**src/sm83_ctrl_pkg.sv**
```systemverilog
package sm83_ctrl_pkg;

  localparam int MCYCLE_W = 3;
  localparam int OPCODE_W = 8;

  // M-cycle numbers as seen by the step generators
  localparam logic [MCYCLE_W-1:0] MC_0 = 3'd0;
  localparam logic [MCYCLE_W-1:0] MC_1 = 3'd1;
  localparam logic [MCYCLE_W-1:0] MC_2 = 3'd2;

  // Instruction lengths in M-cycles
  localparam logic [MCYCLE_W-1:0] CYC_1 = 3'd1;
  localparam logic [MCYCLE_W-1:0] CYC_2 = 3'd2;
  localparam logic [MCYCLE_W-1:0] CYC_3 = 3'd3;

  typedef enum logic [1:0] {
    IDLE  = 2'd0,
    IF    = 2'd1,
    READ  = 2'd2,
    WRITE = 2'd3
  } bus_op_t;

  // Codes 0 to 7 follow the opcode register field, 6 is the [HL] slot
  typedef enum logic [3:0] {
    B = 4'd0,
    C = 4'd1,
    D = 4'd2,
    E = 4'd3,
    H = 4'd4,
    L = 4'd5,
    A = 4'd7,
    Z = 4'd8,
    W = 4'd9
  } reg8_t;

  typedef enum logic [2:0] {
    BC = 3'd0,
    DE = 3'd1,
    HL = 3'd2,
    SP = 3'd3,
    PC = 3'd4,
    WZ = 3'd5
  } reg16_t;

  typedef enum logic [4:0] {
    ADD  = 5'd0,
    ADC  = 5'd1,
    SUB  = 5'd2,
    SBC  = 5'd3,
    AND  = 5'd4,
    XOR  = 5'd5,
    OR   = 5'd6,
    CP   = 5'd7,
    RLCA = 5'd16,
    RRCA = 5'd17,
    RLA  = 5'd18,
    RRA  = 5'd19,
    DAA  = 5'd20,
    CPL  = 5'd21,
    SCF  = 5'd22,
    CCF  = 5'd23
  } alu_op_t;

  typedef enum logic {
    ALU_A_REG = 1'b0,
    ALU_A_ACC = 1'b1
  } alu_src_a_t;

  typedef enum logic [1:0] {
    ALU_B_ONE  = 2'd0,
    ALU_B_ZERO = 2'd1,
    ALU_B_REG  = 2'd2
  } alu_src_b_t;

  typedef enum logic {
    DOUT_ALU = 1'b0,
    DOUT_RF  = 1'b1
  } dout_sel_t;

  typedef struct packed {
    logic z;
    logic n;
    logic h;
    logic c;
  } flags_t;

  typedef enum logic [3:0] {
    C_NOP       = 4'd0,
    C_LD_RR_D16 = 4'd1,
    C_ST_IND    = 4'd2,
    C_LD_IND    = 4'd3,
    C_LD_R_D8   = 4'd4,
    C_INCDEC_RR = 4'd5,
    C_INCDEC_R  = 4'd6,
    C_LD_R_R    = 4'd7,
    C_LD_R_HL   = 4'd8,
    C_LD_HL_R   = 4'd9,
    C_ALU       = 4'd10,
    C_ALU_D8    = 4'd11,
    C_ACC       = 4'd12
  } insn_class_t;

  typedef struct packed {
    insn_class_t         cls;
    reg8_t               r_dst;
    reg8_t               r_src;
    reg16_t              rr;
    alu_op_t             alu_op;
    logic                idu_dec;
    logic                hl_mem;
    logic [MCYCLE_W-1:0] n_cycles;
  } insn_t;

  typedef struct packed {
    bus_op_t bus_op;
    logic    idu_en;
    logic    idu_dec;
    logic    rr_read;
    reg16_t  rr_read_sel;
    logic    rr_write;
    reg16_t  rr_write_sel;
    logic    wz_copy;
    reg16_t  wz_copy_sel;
  } addr_ctrl_t;

  typedef struct packed {
    logic       r_read;
    reg8_t      r_read_sel;
    logic       r_write;
    reg8_t      r_write_sel;
    logic       alu_en;
    alu_op_t    alu_op;
    alu_src_a_t alu_src_a;
    alu_src_b_t alu_src_b;
    logic       flags_we;
    flags_t     flag_mask_n;
    dout_sel_t  dout_sel;
  } data_ctrl_t;

  // Plain fetch cycle, PC steps through the IDU
  localparam addr_ctrl_t ADDR_CTRL_DEFAULT = '{
    bus_op:       IF,
    idu_en:       1'b1,
    idu_dec:      1'b0,
    rr_read:      1'b1,
    rr_read_sel:  PC,
    rr_write:     1'b1,
    rr_write_sel: PC,
    wz_copy:      1'b0,
    wz_copy_sel:  BC
  };

  localparam data_ctrl_t DATA_CTRL_DEFAULT = '{
    r_read:      1'b0,
    r_read_sel:  A,
    r_write:     1'b0,
    r_write_sel: A,
    alu_en:      1'b0,
    alu_op:      ADD,
    alu_src_a:   ALU_A_REG,
    alu_src_b:   ALU_B_ONE,
    flags_we:    1'b0,
    flag_mask_n: '0,
    dout_sel:    DOUT_ALU
  };

endpackage

```
**src/insn_sequencer.sv**
```systemverilog
`timescale 1ns/1ps

module insn_sequencer (
  input  logic                               clk,
  input  logic                               rst,
  input  logic [sm83_ctrl_pkg::OPCODE_W-1:0] next_opcode,
  input  logic [sm83_ctrl_pkg::MCYCLE_W-1:0] n_cycles,
  output logic [sm83_ctrl_pkg::OPCODE_W-1:0] cur_opcode,
  output logic [sm83_ctrl_pkg::MCYCLE_W-1:0] m_cycle
);

  logic [sm83_ctrl_pkg::OPCODE_W-1:0] opcode_q;
  logic                               last_cycle;

  // A new opcode is live on the input during M-cycle 0
  assign cur_opcode = (m_cycle == sm83_ctrl_pkg::MC_0) ? next_opcode : opcode_q;
  assign last_cycle = (m_cycle == n_cycles - sm83_ctrl_pkg::MC_1);

  always_ff @(posedge clk) begin
    if (m_cycle == sm83_ctrl_pkg::MC_0) begin
      opcode_q <= next_opcode;
    end
  end

  always_ff @(posedge clk) begin
    if (rst) begin
      m_cycle <= sm83_ctrl_pkg::MC_0;
    end else if (last_cycle) begin
      m_cycle <= sm83_ctrl_pkg::MC_0;
    end else begin
      m_cycle <= m_cycle + sm83_ctrl_pkg::MC_1;
    end
  end

endmodule

```
**src/insn_decoder.sv**
```systemverilog
`timescale 1ns/1ps

module insn_decoder (
  input  logic [sm83_ctrl_pkg::OPCODE_W-1:0] cur_opcode,
  output sm83_ctrl_pkg::insn_t               insn
);

  logic [2:0] f_dst;
  logic [2:0] f_src;
  logic       dst_hl;
  logic       src_hl;

  assign f_dst  = cur_opcode[5:3];
  assign f_src  = cur_opcode[2:0];
  assign dst_hl = (f_dst == 3'b110);
  assign src_hl = (f_src == 3'b110);

  always_comb begin
    insn.cls      = sm83_ctrl_pkg::C_NOP;
    insn.r_dst    = sm83_ctrl_pkg::reg8_t'({1'b0, f_dst});
    insn.r_src    = sm83_ctrl_pkg::reg8_t'({1'b0, f_src});
    insn.rr       = sm83_ctrl_pkg::reg16_t'({1'b0, cur_opcode[5:4]});
    insn.alu_op   = sm83_ctrl_pkg::alu_op_t'({2'b00, f_dst});
    insn.idu_dec  = 1'b0;
    insn.hl_mem   = 1'b0;
    insn.n_cycles = sm83_ctrl_pkg::CYC_1;

    case (cur_opcode[7:6])
      2'b00: begin
        if (cur_opcode[3:0] == 4'b0001) begin
          insn.cls      = sm83_ctrl_pkg::C_LD_RR_D16;
          insn.n_cycles = sm83_ctrl_pkg::CYC_3;
        end else begin
          case (f_src)
            3'b010: begin
              // Bit 5 picks HL+/- over BC/DE, bit 3 picks load over store
              insn.cls      = cur_opcode[3] ? sm83_ctrl_pkg::C_LD_IND
                                            : sm83_ctrl_pkg::C_ST_IND;
              insn.r_dst    = sm83_ctrl_pkg::A;
              insn.r_src    = sm83_ctrl_pkg::A;
              insn.rr       = cur_opcode[5] ? sm83_ctrl_pkg::HL
                                            : sm83_ctrl_pkg::reg16_t'({2'b00, cur_opcode[4]});
              insn.idu_dec  = cur_opcode[4];
              insn.n_cycles = sm83_ctrl_pkg::CYC_2;
            end
            3'b011: begin
              insn.cls      = sm83_ctrl_pkg::C_INCDEC_RR;
              insn.idu_dec  = cur_opcode[3];
              insn.n_cycles = sm83_ctrl_pkg::CYC_2;
            end
            3'b100, 3'b101: begin
              insn.cls      = sm83_ctrl_pkg::C_INCDEC_R;
              insn.r_src    = insn.r_dst;
              insn.alu_op   = cur_opcode[0] ? sm83_ctrl_pkg::SUB : sm83_ctrl_pkg::ADD;
              insn.hl_mem   = dst_hl;
              insn.n_cycles = dst_hl ? sm83_ctrl_pkg::CYC_3 : sm83_ctrl_pkg::CYC_1;
            end
            3'b110: begin
              insn.cls      = sm83_ctrl_pkg::C_LD_R_D8;
              insn.hl_mem   = dst_hl;
              insn.n_cycles = dst_hl ? sm83_ctrl_pkg::CYC_3 : sm83_ctrl_pkg::CYC_2;
            end
            3'b111: begin
              insn.cls    = sm83_ctrl_pkg::C_ACC;
              insn.alu_op = sm83_ctrl_pkg::alu_op_t'({2'b10, f_dst});
            end
            // NOP, jumps and ADD HL,rr stay NOPs here
            default: begin
            end
          endcase
        end
      end
      2'b01: begin
        // [HL],[HL] is HALT and stays a NOP here
        if (src_hl && !dst_hl) begin
          insn.cls      = sm83_ctrl_pkg::C_LD_R_HL;
          insn.hl_mem   = 1'b1;
          insn.n_cycles = sm83_ctrl_pkg::CYC_2;
        end else if (dst_hl && !src_hl) begin
          insn.cls      = sm83_ctrl_pkg::C_LD_HL_R;
          insn.hl_mem   = 1'b1;
          insn.n_cycles = sm83_ctrl_pkg::CYC_2;
        end else if (!dst_hl) begin
          insn.cls = sm83_ctrl_pkg::C_LD_R_R;
        end
      end
      2'b10: begin
        insn.cls      = sm83_ctrl_pkg::C_ALU;
        insn.hl_mem   = src_hl;
        insn.n_cycles = src_hl ? sm83_ctrl_pkg::CYC_2 : sm83_ctrl_pkg::CYC_1;
      end
      default: begin
        if (src_hl) begin
          insn.cls      = sm83_ctrl_pkg::C_ALU_D8;
          insn.n_cycles = sm83_ctrl_pkg::CYC_2;
        end
      end
    endcase
  end

endmodule

```
**src/addr_step_gen.sv**
```systemverilog
`timescale 1ns/1ps

module addr_step_gen (
  input  sm83_ctrl_pkg::insn_t               insn,
  input  logic [sm83_ctrl_pkg::MCYCLE_W-1:0] m_cycle,
  output sm83_ctrl_pkg::addr_ctrl_t          addr_ctrl
);

  // Bus cycle addressed by a pair, PC holds still
  function automatic sm83_ctrl_pkg::addr_ctrl_t pair_access(
    input sm83_ctrl_pkg::bus_op_t op,
    input sm83_ctrl_pkg::reg16_t  rr
  );
    sm83_ctrl_pkg::addr_ctrl_t ac;
    ac             = sm83_ctrl_pkg::ADDR_CTRL_DEFAULT;
    ac.bus_op      = op;
    ac.idu_en      = 1'b0;
    ac.rr_read     = 1'b1;
    ac.rr_read_sel = rr;
    ac.rr_write    = 1'b0;
    return ac;
  endfunction

  logic first_cycle;
  logic second_cycle;

  assign first_cycle  = (m_cycle == sm83_ctrl_pkg::MC_0);
  assign second_cycle = (m_cycle == sm83_ctrl_pkg::MC_1);

  always_comb begin
    addr_ctrl = sm83_ctrl_pkg::ADDR_CTRL_DEFAULT;

    case (insn.cls)
      sm83_ctrl_pkg::C_LD_RR_D16: begin
        if (m_cycle == sm83_ctrl_pkg::MC_2) begin
          addr_ctrl.wz_copy     = 1'b1;
          addr_ctrl.wz_copy_sel = insn.rr;
        end else begin
          addr_ctrl.bus_op = sm83_ctrl_pkg::READ;
        end
      end
      sm83_ctrl_pkg::C_ST_IND, sm83_ctrl_pkg::C_LD_IND: begin
        if (first_cycle) begin
          addr_ctrl = pair_access(insn.cls == sm83_ctrl_pkg::C_ST_IND ? sm83_ctrl_pkg::WRITE
                                                                      : sm83_ctrl_pkg::READ,
                                  insn.rr);
          // HL+/- steps the pair while the bus still sees the old address
          if (insn.rr == sm83_ctrl_pkg::HL) begin
            addr_ctrl.idu_en       = 1'b1;
            addr_ctrl.idu_dec      = insn.idu_dec;
            addr_ctrl.rr_write     = 1'b1;
            addr_ctrl.rr_write_sel = sm83_ctrl_pkg::HL;
          end
        end
      end
      sm83_ctrl_pkg::C_INCDEC_RR: begin
        if (first_cycle) begin
          addr_ctrl.bus_op       = sm83_ctrl_pkg::IDLE;
          addr_ctrl.idu_dec      = insn.idu_dec;
          addr_ctrl.rr_read_sel  = insn.rr;
          addr_ctrl.rr_write_sel = insn.rr;
        end
      end
      sm83_ctrl_pkg::C_LD_R_D8: begin
        if (first_cycle) begin
          addr_ctrl.bus_op = sm83_ctrl_pkg::READ;
        end else if (insn.hl_mem && second_cycle) begin
          addr_ctrl = pair_access(sm83_ctrl_pkg::WRITE, sm83_ctrl_pkg::HL);
        end
      end
      sm83_ctrl_pkg::C_ALU_D8: begin
        if (first_cycle) begin
          addr_ctrl.bus_op = sm83_ctrl_pkg::READ;
        end
      end
      sm83_ctrl_pkg::C_INCDEC_R: begin
        // Read-modify-write on [HL]
        if (insn.hl_mem && first_cycle) begin
          addr_ctrl = pair_access(sm83_ctrl_pkg::READ, sm83_ctrl_pkg::HL);
        end else if (insn.hl_mem && second_cycle) begin
          addr_ctrl = pair_access(sm83_ctrl_pkg::WRITE, sm83_ctrl_pkg::HL);
        end
      end
      sm83_ctrl_pkg::C_LD_R_HL, sm83_ctrl_pkg::C_ALU: begin
        if (insn.hl_mem && first_cycle) begin
          addr_ctrl = pair_access(sm83_ctrl_pkg::READ, sm83_ctrl_pkg::HL);
        end
      end
      sm83_ctrl_pkg::C_LD_HL_R: begin
        if (first_cycle) begin
          addr_ctrl = pair_access(sm83_ctrl_pkg::WRITE, sm83_ctrl_pkg::HL);
        end
      end
      default: begin
      end
    endcase
  end

endmodule

```
**src/data_step_gen.sv**
```systemverilog
`timescale 1ns/1ps

module data_step_gen (
  input  sm83_ctrl_pkg::insn_t               insn,
  input  logic [sm83_ctrl_pkg::MCYCLE_W-1:0] m_cycle,
  output sm83_ctrl_pkg::data_ctrl_t          data_ctrl
);

  // Byte from the bus lands in a temp register
  function automatic sm83_ctrl_pkg::data_ctrl_t bus_to(input sm83_ctrl_pkg::reg8_t dst);
    sm83_ctrl_pkg::data_ctrl_t dc;
    dc             = sm83_ctrl_pkg::DATA_CTRL_DEFAULT;
    dc.r_write     = 1'b1;
    dc.r_write_sel = dst;
    return dc;
  endfunction

  // Register move as src + 0, flags untouched
  function automatic sm83_ctrl_pkg::data_ctrl_t move_byte(
    input sm83_ctrl_pkg::reg8_t dst,
    input sm83_ctrl_pkg::reg8_t src
  );
    sm83_ctrl_pkg::data_ctrl_t dc;
    dc             = sm83_ctrl_pkg::DATA_CTRL_DEFAULT;
    dc.r_read      = 1'b1;
    dc.r_read_sel  = src;
    dc.r_write     = 1'b1;
    dc.r_write_sel = dst;
    dc.alu_en      = 1'b1;
    dc.alu_src_b   = sm83_ctrl_pkg::ALU_B_ZERO;
    return dc;
  endfunction

  // A op src, CP only sets flags
  function automatic sm83_ctrl_pkg::data_ctrl_t acc_op(
    input sm83_ctrl_pkg::reg8_t   src,
    input sm83_ctrl_pkg::alu_op_t op
  );
    sm83_ctrl_pkg::data_ctrl_t dc;
    dc            = sm83_ctrl_pkg::DATA_CTRL_DEFAULT;
    dc.r_read     = 1'b1;
    dc.r_read_sel = src;
    dc.r_write    = (op != sm83_ctrl_pkg::CP);
    dc.alu_en     = 1'b1;
    dc.alu_op     = op;
    dc.alu_src_a  = sm83_ctrl_pkg::ALU_A_ACC;
    dc.alu_src_b  = sm83_ctrl_pkg::ALU_B_REG;
    dc.flags_we   = 1'b1;
    return dc;
  endfunction

  // INC/DEC by one, carry kept
  function automatic sm83_ctrl_pkg::data_ctrl_t step_byte(
    input sm83_ctrl_pkg::reg8_t   r,
    input sm83_ctrl_pkg::alu_op_t op
  );
    sm83_ctrl_pkg::data_ctrl_t dc;
    dc               = sm83_ctrl_pkg::DATA_CTRL_DEFAULT;
    dc.r_read        = 1'b1;
    dc.r_read_sel    = r;
    dc.r_write       = 1'b1;
    dc.r_write_sel   = r;
    dc.alu_en        = 1'b1;
    dc.alu_op        = op;
    dc.flags_we      = 1'b1;
    dc.flag_mask_n.c = 1'b1;
    return dc;
  endfunction

  logic first_cycle;
  logic second_cycle;
  logic acc_touch;

  assign first_cycle  = (m_cycle == sm83_ctrl_pkg::MC_0);
  assign second_cycle = (m_cycle == sm83_ctrl_pkg::MC_1);
  // SCF and CCF work on flags only
  assign acc_touch    = (insn.alu_op != sm83_ctrl_pkg::SCF) &&
                        (insn.alu_op != sm83_ctrl_pkg::CCF);

  always_comb begin
    data_ctrl = sm83_ctrl_pkg::DATA_CTRL_DEFAULT;

    case (insn.cls)
      sm83_ctrl_pkg::C_LD_RR_D16: begin
        if (first_cycle) begin
          data_ctrl = bus_to(sm83_ctrl_pkg::Z);
        end else if (second_cycle) begin
          data_ctrl = bus_to(sm83_ctrl_pkg::W);
        end
      end
      sm83_ctrl_pkg::C_ST_IND, sm83_ctrl_pkg::C_LD_HL_R: begin
        if (first_cycle) begin
          data_ctrl.r_read     = 1'b1;
          data_ctrl.r_read_sel = insn.r_src;
          data_ctrl.dout_sel   = sm83_ctrl_pkg::DOUT_RF;
        end
      end
      sm83_ctrl_pkg::C_LD_IND, sm83_ctrl_pkg::C_LD_R_HL: begin
        if (first_cycle) begin
          data_ctrl = bus_to(sm83_ctrl_pkg::Z);
        end else begin
          data_ctrl = move_byte(insn.r_dst, sm83_ctrl_pkg::Z);
        end
      end
      sm83_ctrl_pkg::C_LD_R_D8: begin
        if (first_cycle) begin
          data_ctrl = bus_to(sm83_ctrl_pkg::Z);
        end else if (second_cycle) begin
          data_ctrl = move_byte(insn.r_dst, sm83_ctrl_pkg::Z);
          // LD [HL],d8 sends Z through the ALU to the bus instead
          if (insn.hl_mem) begin
            data_ctrl.r_write     = 1'b0;
            data_ctrl.r_write_sel = sm83_ctrl_pkg::A;
          end
        end
      end
      sm83_ctrl_pkg::C_INCDEC_R: begin
        if (!insn.hl_mem) begin
          data_ctrl = step_byte(insn.r_dst, insn.alu_op);
        end else if (first_cycle) begin
          data_ctrl = bus_to(sm83_ctrl_pkg::Z);
        end else if (second_cycle) begin
          data_ctrl         = step_byte(sm83_ctrl_pkg::Z, insn.alu_op);
          data_ctrl.r_write = 1'b0;
        end
      end
      sm83_ctrl_pkg::C_LD_R_R: begin
        data_ctrl = move_byte(insn.r_dst, insn.r_src);
      end
      sm83_ctrl_pkg::C_ALU, sm83_ctrl_pkg::C_ALU_D8: begin
        if (insn.cls == sm83_ctrl_pkg::C_ALU && !insn.hl_mem) begin
          data_ctrl = acc_op(insn.r_src, insn.alu_op);
        end else if (first_cycle) begin
          data_ctrl = bus_to(sm83_ctrl_pkg::Z);
        end else begin
          data_ctrl = acc_op(sm83_ctrl_pkg::Z, insn.alu_op);
        end
      end
      sm83_ctrl_pkg::C_ACC: begin
        data_ctrl.alu_en   = 1'b1;
        data_ctrl.alu_op   = insn.alu_op;
        data_ctrl.r_read   = acc_touch;
        data_ctrl.r_write  = acc_touch;
        data_ctrl.flags_we = 1'b1;
      end
      default: begin
      end
    endcase
  end

endmodule

```
**src/sm83_control.sv**
```systemverilog
`timescale 1ns/1ps

module sm83_control (
  input  logic                               clk,
  input  logic                               rst,
  input  logic [sm83_ctrl_pkg::OPCODE_W-1:0] next_opcode,
  output sm83_ctrl_pkg::addr_ctrl_t          addr_ctrl,
  output sm83_ctrl_pkg::data_ctrl_t          data_ctrl
);

  logic [sm83_ctrl_pkg::OPCODE_W-1:0] cur_opcode;
  logic [sm83_ctrl_pkg::MCYCLE_W-1:0] m_cycle;
  sm83_ctrl_pkg::insn_t               insn;

  insn_sequencer i_sequencer (
    .clk         (clk),
    .rst         (rst),
    .next_opcode (next_opcode),
    .n_cycles    (insn.n_cycles),
    .cur_opcode  (cur_opcode),
    .m_cycle     (m_cycle)
  );

  insn_decoder i_decoder (
    .cur_opcode (cur_opcode),
    .insn       (insn)
  );

  // Address and data halves of the control word
  addr_step_gen i_addr_step (
    .insn      (insn),
    .m_cycle   (m_cycle),
    .addr_ctrl (addr_ctrl)
  );

  data_step_gen i_data_step (
    .insn      (insn),
    .m_cycle   (m_cycle),
    .data_ctrl (data_ctrl)
  );

endmodule

```
**config.mk**
```make
export PLATFORM = sky130hd
export DESIGN_NAME = sm83_control
export DESIGN_NICKNAME = d
export VERILOG_FILES = /design/src/sm83_ctrl_pkg.sv /design/src/insn_sequencer.sv /design/src/insn_decoder.sv /design/src/addr_step_gen.sv /design/src/data_step_gen.sv /design/src/sm83_control.sv
export SDC_FILE = /design/constraint.sdc
export NUM_CORES = 1
export LEC_CHECK = 0
export BUFFER_PORTS_ARGS = -buffer_cell sky130_fd_sc_hd__buf_2
export CAP_MARGIN = 20
export CORE_ASPECT_RATIO = 1.5
export CORE_MARGIN = 3
export CORE_UTILIZATION = 30
export CTS_CLUSTER_DIAMETER = 30
export CTS_CLUSTER_SIZE = 12
export DETAILED_ROUTE_END_ITERATION = 8
export HOLD_SLACK_MARGIN = 0.06
export PLACE_DENSITY = 0.46
export SYNTH_ARGS = -nofsm -noshare
export SYNTH_HDL_FRONTEND = slang
export SYNTH_SLANG_ARGS = --single-unit
```
**constraint.sdc**
```tcl
create_clock -name clk -period 5.5 [get_ports clk]
set_input_delay 1.1 -clock clk [delete_from_list [all_inputs] [get_ports clk]]
set_output_delay 1.1 -clock clk [all_outputs]
set_load 0.005 [all_outputs]
```
==> results.yml, run 1 <==
logic_synthesis:
  synth_cell_types: 81
  synth-seq-cells: 11
  synth_area_um2: 2330
  synth_async_sr_flop_share: 0
  yosysWarnings: 0
  syn_area_per_cell_um2: 7.62
  yosysSeqAreaShare: 0.0945
  synth_edf_count: 0
  ys.flop_type: "dfxtp_1"
  syn_inst: 306
layout:
  final_layout_size_suffix_gt1_frac: 0.315
  final_common_cell: "buf_2"
  antenna_cells: 0
  syn2layout_area_growth_pct: 15.7
  fin_nets: 370
  most-common-layout-cells: "44 x buf_2, 30 x nor2_1, 29 x nand2_1, 25 x o21ai_0, 20 x inv_1"
sta:
  worst_pin_slew_ns: 0.704
  setup_tns_ns: 0
  min_period_ns: 5.16
  relSlewSlack: 0.527
  final-setup-viol-count: 0
  period_share: 0.939
  clock-skew-final_ns: 0.00318
  hold_viol_final: 0
  final-max-slew-violation-count: 0
  fmax_mhz: 194
  rsz0062_at_grt: "no"
drt:
  wl_per_cell_um: 20.5
  avgViaCountPerCell: 5.88
  via_count: 2659
  drtAntennaViolNets: 0
  drcViolationCount: 0
  wl_um: 9280
  dr.pass1.iters: 4
  drt-initial-drc-count: 187
worst_setup_path:
  arrival_ns: 4.06
  crit_path_max_fanout: 7
  path_class: "register to primary output"
  r2r_slack_ns: 0.86
  required_ns: 4.40
  endpoint_kind: "primary output"
  cp-start-kind: "register"
run:
  maxCapViolCount: 0
placed_design:
  place.gp.congestion: 0.962
  port_buffers: 44
  hpwl_um: 7350
floorplan:
  initial_utilization: 0.316
  fp.dieW_um: 78.0
  ioPinCount: 51
  chipHeight_um: 114
  core_area_um2: 7370
  num_rows: 38
  die_area_um2: 8890
global_routing:
  grt_max_degree: 25
  grt_pass1_vias: 2649
  grt_overflow: 0
  grt_use_total: 0.208
  antenna_found_initial: 0
  grt_pass1_wl_um: 14700
run_status:
  outcome: "finished clean"
clocking:
  clkLatencyLatePin_ns: 0.25
  cts_setup_buffers: 0
  htreeDepth: 1
  cts_resized: 0
  cts_buffers: 3
  path_clk_slew_ns: 0.06
  root_buffer: "clkbuf_8"
  cts_tree: "done"
  cts_sinks: 11
  hold_buffers: 0
  clockBufferDepth: 2
hold_path:
  min-delay-path-class: "register to register"
cells by family after synthesis:
logic type      after synthesis  synth area share
compound gates              111             0.373
fa+ha+maj                     7            0.0376
buf+inv                      43             0.101
flops                        11            0.0945
other cells                   2           0.00322
xor+xnor                      3            0.0113
simple gates                119             0.317
mux                          10            0.0623
worst paths after layout:
| kind | from | endpoint | cells past startpoint |
|---|---|---|---|
| min reg2reg | i_sequencer.m_cycle[0]$_SDFF_PP0_ | i_sequencer.m_cycle[0]$_SDFF_PP0_ | 1 |
| max reg2reg | i_sequencer.m_cycle[0]$_SDFF_PP0_ | i_sequencer.m_cycle[1]$_SDFF_PP0_ | 19 |
| max | i_sequencer.m_cycle[0]$_SDFF_PP0_ | addr_ctrl[14] | 16 |
| min | i_sequencer.m_cycle[0]$_SDFF_PP0_ | i_sequencer.m_cycle[0]$_SDFF_PP0_ | 1 |
synth_stat cells, drive strengths merged (2+ instances only):
cell | instances | area (um2)
a21oi | 21 | 113
nor2 | 31 | 119
clkbuf | 3 | 11.3
a222oi | 2 | 20.0
and2 | 4 | 25.0
nor3 | 9 | 78.8
nor4bb | 5 | 50.1
conb | 2 | 7.51
a211oi | 9 | 90.1
buf | 17 | 139
nor3b | 5 | 42.5
o21a | 3 | 30.0
a221oi | 4 | 41.3
nor2b | 3 | 18.8
o211ai | 4 | 48.8
o21ai | 29 | 153
inv | 23 | 86.3
o22ai | 3 | 18.8
xnor2 | 2 | 17.5
dfxtp | 11 | 220
a31o | 2 | 17.5
a22oi | 3 | 22.5
o31ai | 3 | 55.1
mux2i | 10 | 145
a21boi | 2 | 18.8
nand2 | 30 | 115
o2bb2ai | 3 | 32.5
nand4 | 4 | 25.0
nand2b | 4 | 25.0
nand3 | 8 | 52.6
ha | 7 | 87.6
o32ai | 3 | 26.3
nor4 | 8 | 98.9
a31oi | 7 | 62.6
registers in the layout, indices dropped and copies added (netlist names):
register	cells
i_sequencer.m_cycle	3
i_sequencer.opcode_q	8
worst max-delay path, cell delays in order (launching register included):
cell      delay (ns)
dfxtp_1         0.49
inv_1           0.11
ha_1            0.24
nand2b_2        0.21
buf_4           0.21
mux2i_1         0.28
nand2_1         0.14
ha_1            0.23
nor4bb_1        0.27
a31oi_1         0.12
o211ai_4        0.21
o211ai_1        0.27
nor4_4          0.29
nor4_1          0.09
a211oi_1        0.37
o211ai_1        0.13
buf_2           0.15
layer usage:
layer / share of wire / wire length [um] / GRT usage
met1: 0.41 / 3800 / 0.247
met2: 0.50 / 4660 / 0.371
met3: 0.036 / 334 / 0.0158
met4: 0.053 / 492 / 0.106
met5: 0 / 0 / 0
stage by stage:
stage	setup slack (ns)	std cells	hold slack, ns	cell area, um2	utilization
global route	0.0363	452	0.641	2700	0.366
global placement	0.448	448	0.602	2650	0.359
detailed placement	0.363	448	0.607	2650	0.359
finish	0.338	452	0.614	2700	0.366
floorplan	0.952	310	0.520	2350	-
CTS	0.131	452	0.615	2700	0.366
layout make-up:
class,count,area (um2)
Fill cell,797,4670
Multi-Input combinational cell,256,1890
Timing Repair Buffer,58,325
Sequential cell,11,220
Tap cell,100,125
Inverter,23,86.3
Clock buffer,3,41.3
Clock inverter,1,5.00
Power of run 1 is left out: the tool's default activity adds up to more than one toggle a clock period on the data nets, which glitch-free logic cannot reach.
==> run 2: changes to the inputs <==
- ABC_AREA: unset -> 1
- PLACE_DENSITY: 0.46 -> 0.47
==> results.yml, run 2 <==
run_status:
  outcome: "finished clean"
drt:
  met2_length_um: 4490
  drcViolationCount: 0
  wl_um: 7970
  highest_layer: "met4"
  met3_length_um: 258
  wl_met1_um: 2920
  avgViaCountPerCell: 4.95
  wl_per_cell_um: 15.0
  via_count: 2622
  dr.pass1.iters: 4
  drtAntennaViolNets: 0
  drt-initial-drc-count: 124
run:
  maxCapViolCount: 0
logic_synthesis:
  yosysMostFrequentCell: "nand2_1"
  synth_area_um2: 2210
  synth_area_leader_cell: "nand2_1"
  synth_compound_area_frac: 0.133
  syn_inst: 395
  synth_adder_area_share: 0.0396
  yosys.area_share.simple: 0.555
  yosysSeqAreaShare: 0.0995
  synth_cell_types: 38
  synth_top_area_share: 0.153
  synthMuxAreaShare: 0
  synth_async_sr_flop_share: 0
  synth_top_family_by_area: "simple AND/OR/NAND/NOR gates"
  synth-seq-cells: 11
  synth_xor_area_frac: 0.0119
  synth_common_cells: "90 x nand2_1, 53 x inv_1, 53 x nor2_1"
  yosysWarnings: 0
  synth_edf_count: 0
  syn_area_per_cell_um2: 5.60
  synth_area_leaders: "nand2_1 15%, dfxtp_1 10%, nand3_1 9.3%"
  ys.flop_type: "dfxtp_1"
clocking:
  cts_sinks: 11
  clockBufferDepth: 2
  hold_buffers: 0
  clkLatencyLatePin_ns: 0.23
  path_clk_slew_ns: 0.05
  cts_resized: 0
  cts_tree: "done"
  root_buffer: "clkbuf_8"
  cts_setup_buffers: 0
  htreeDepth: 1
  cts_buffers: 3
layout:
  largestRegisters: "i_sequencer.opcode_q (8), i_sequencer.m_cycle (3)"
  syn2layout_area_growth_pct: 14.0
  stdcell_count: 530
  regMostFlops: "i_sequencer.opcode_q"
  final_common_cell: "nand2_1"
  final_layout_size_suffix_gt1_frac: 0.236
  most-common-layout-cells: "89 x nand2_1, 53 x inv_1, 53 x nor2_1, 44 x buf_2, 41 x nand3_1"
  largest_reg_flops: 8
  antenna_cells: 0
  fin_nets: 451
global_routing:
  grt_pass1_vias: 2575
  grt_overflow: 0
  antenna_found_initial: 0
  grt_pass1_wl_um: 12900
  grt_use_total: 0.188
  grt_max_degree: 24
worst_setup_path:
  required_ns: 4.40
  cp-start-kind: "register"
  critical-path-slowest-cell: "dfxtp_1"
  path_class: "register to primary output"
  cp_cell_sequence: "inv_1 > ha_1 > nand2_2 > buf_4 > nand2_1 > nand2_2 > nand3_4 > ha_1 > nand3_1 > nand2_1 > clkinv_1 > nand3_2 > nor2_4 > nand3_2 > o21ai_0 > nor2_1 > nand3_1 > buf_2"
  arrival_ns: 3.90
  crit_path_max_fanout: 20
  endpoint_kind: "primary output"
  slowest_delay_ns: 0.40
floorplan:
  ioPinCount: 51
  fp.dieW_um: 76.1
  die_area_um2: 8460
  core_area_um2: 6990
  chipHeight_um: 111
  initial_utilization: 0.316
  num_rows: 37
placed_design:
  place.gp.congestion: 0.940
  place_ws_ns: 0.573
  placed_cells: 526
  port_buffers: 44
  hpwl_um: 6700
sta:
  setup_tns_ns: 0
  finalWorstSetupSlack_ns: 0.505
  final-setup-viol-count: 0
  clock-skew-final_ns: 0.000740
  min_period_ns: 5.00
  hold_slack_ns: 0.495
  rsz0062_at_grt: "no"
  final-max-slew-violation-count: 0
  fmax_mhz: 200
  period_share: 0.908
  hold_viol_final: 0
hold_path:
  min-delay-path-class: "register to register"
run 2: final timing paths:
path	startpoint	endpoint	slack, ns	depth (start not counted)
setup / recovery	i_sequencer.m_cycle[1]$_SDFF_PP0_	data_ctrl[16]	0.50	18
setup reg to reg	i_sequencer.m_cycle[1]$_SDFF_PP0_	i_sequencer.m_cycle[2]$_SDFF_PP0_	2.06	18
hold reg to reg	i_sequencer.opcode_q[5]$_DFF_P_	i_sequencer.opcode_q[5]$_DFF_P_	0.50	2
hold / removal	i_sequencer.opcode_q[5]$_DFF_P_	i_sequencer.opcode_q[5]$_DFF_P_	0.50	2
run 2: area by class of cell:
cell class / instances / area, um2
clock buffer: 4 / 45.0
multi-input combinational: 308 / 1660
inverter: 64 / 240
tap: 97 / 121
timing repair buffer: 46 / 235
fill: 822 / 4470
sequential: 11 / 220
run 2: metal layers:
metal | track usage | up-vias
li1 | - | 1339
met1 | 0.198 | 1197
met2 | 0.382 | 63
met3 | 0.0122 | 23
met4 | 0.0677 | 0
met5 | 0 | -
run 2: cells by family (layout without fill, tap and decap cells):
kind of cell    after synthesis  in the layout
simple gates                240            240
buf+inv                      80            114
compound gates               52             52
flops                        11             11
fa+ha+maj                     7              7
xor+xnor                      3              3
other cells                   2              6
run 2: critical path: cells and delay by family (launching register included):
family	cells	cell delay, ns
AOI/OAI and AO/OA	1	0.29
and+or+nand+nor	11	1.74
adders and majority gates	2	0.69
DFF	1	0.40
buffers and inverters	4	0.56
run 2: metrics by stage:
step                      utilization  area [um2]
final                           0.361        2520
after CTS                       0.360        2520
after global placement          0.354        2470
after global routing            0.361        2520
after floorplan                     -        2230
after detailed placement        0.354        2470
Power of run 2 is left out for the same reason.
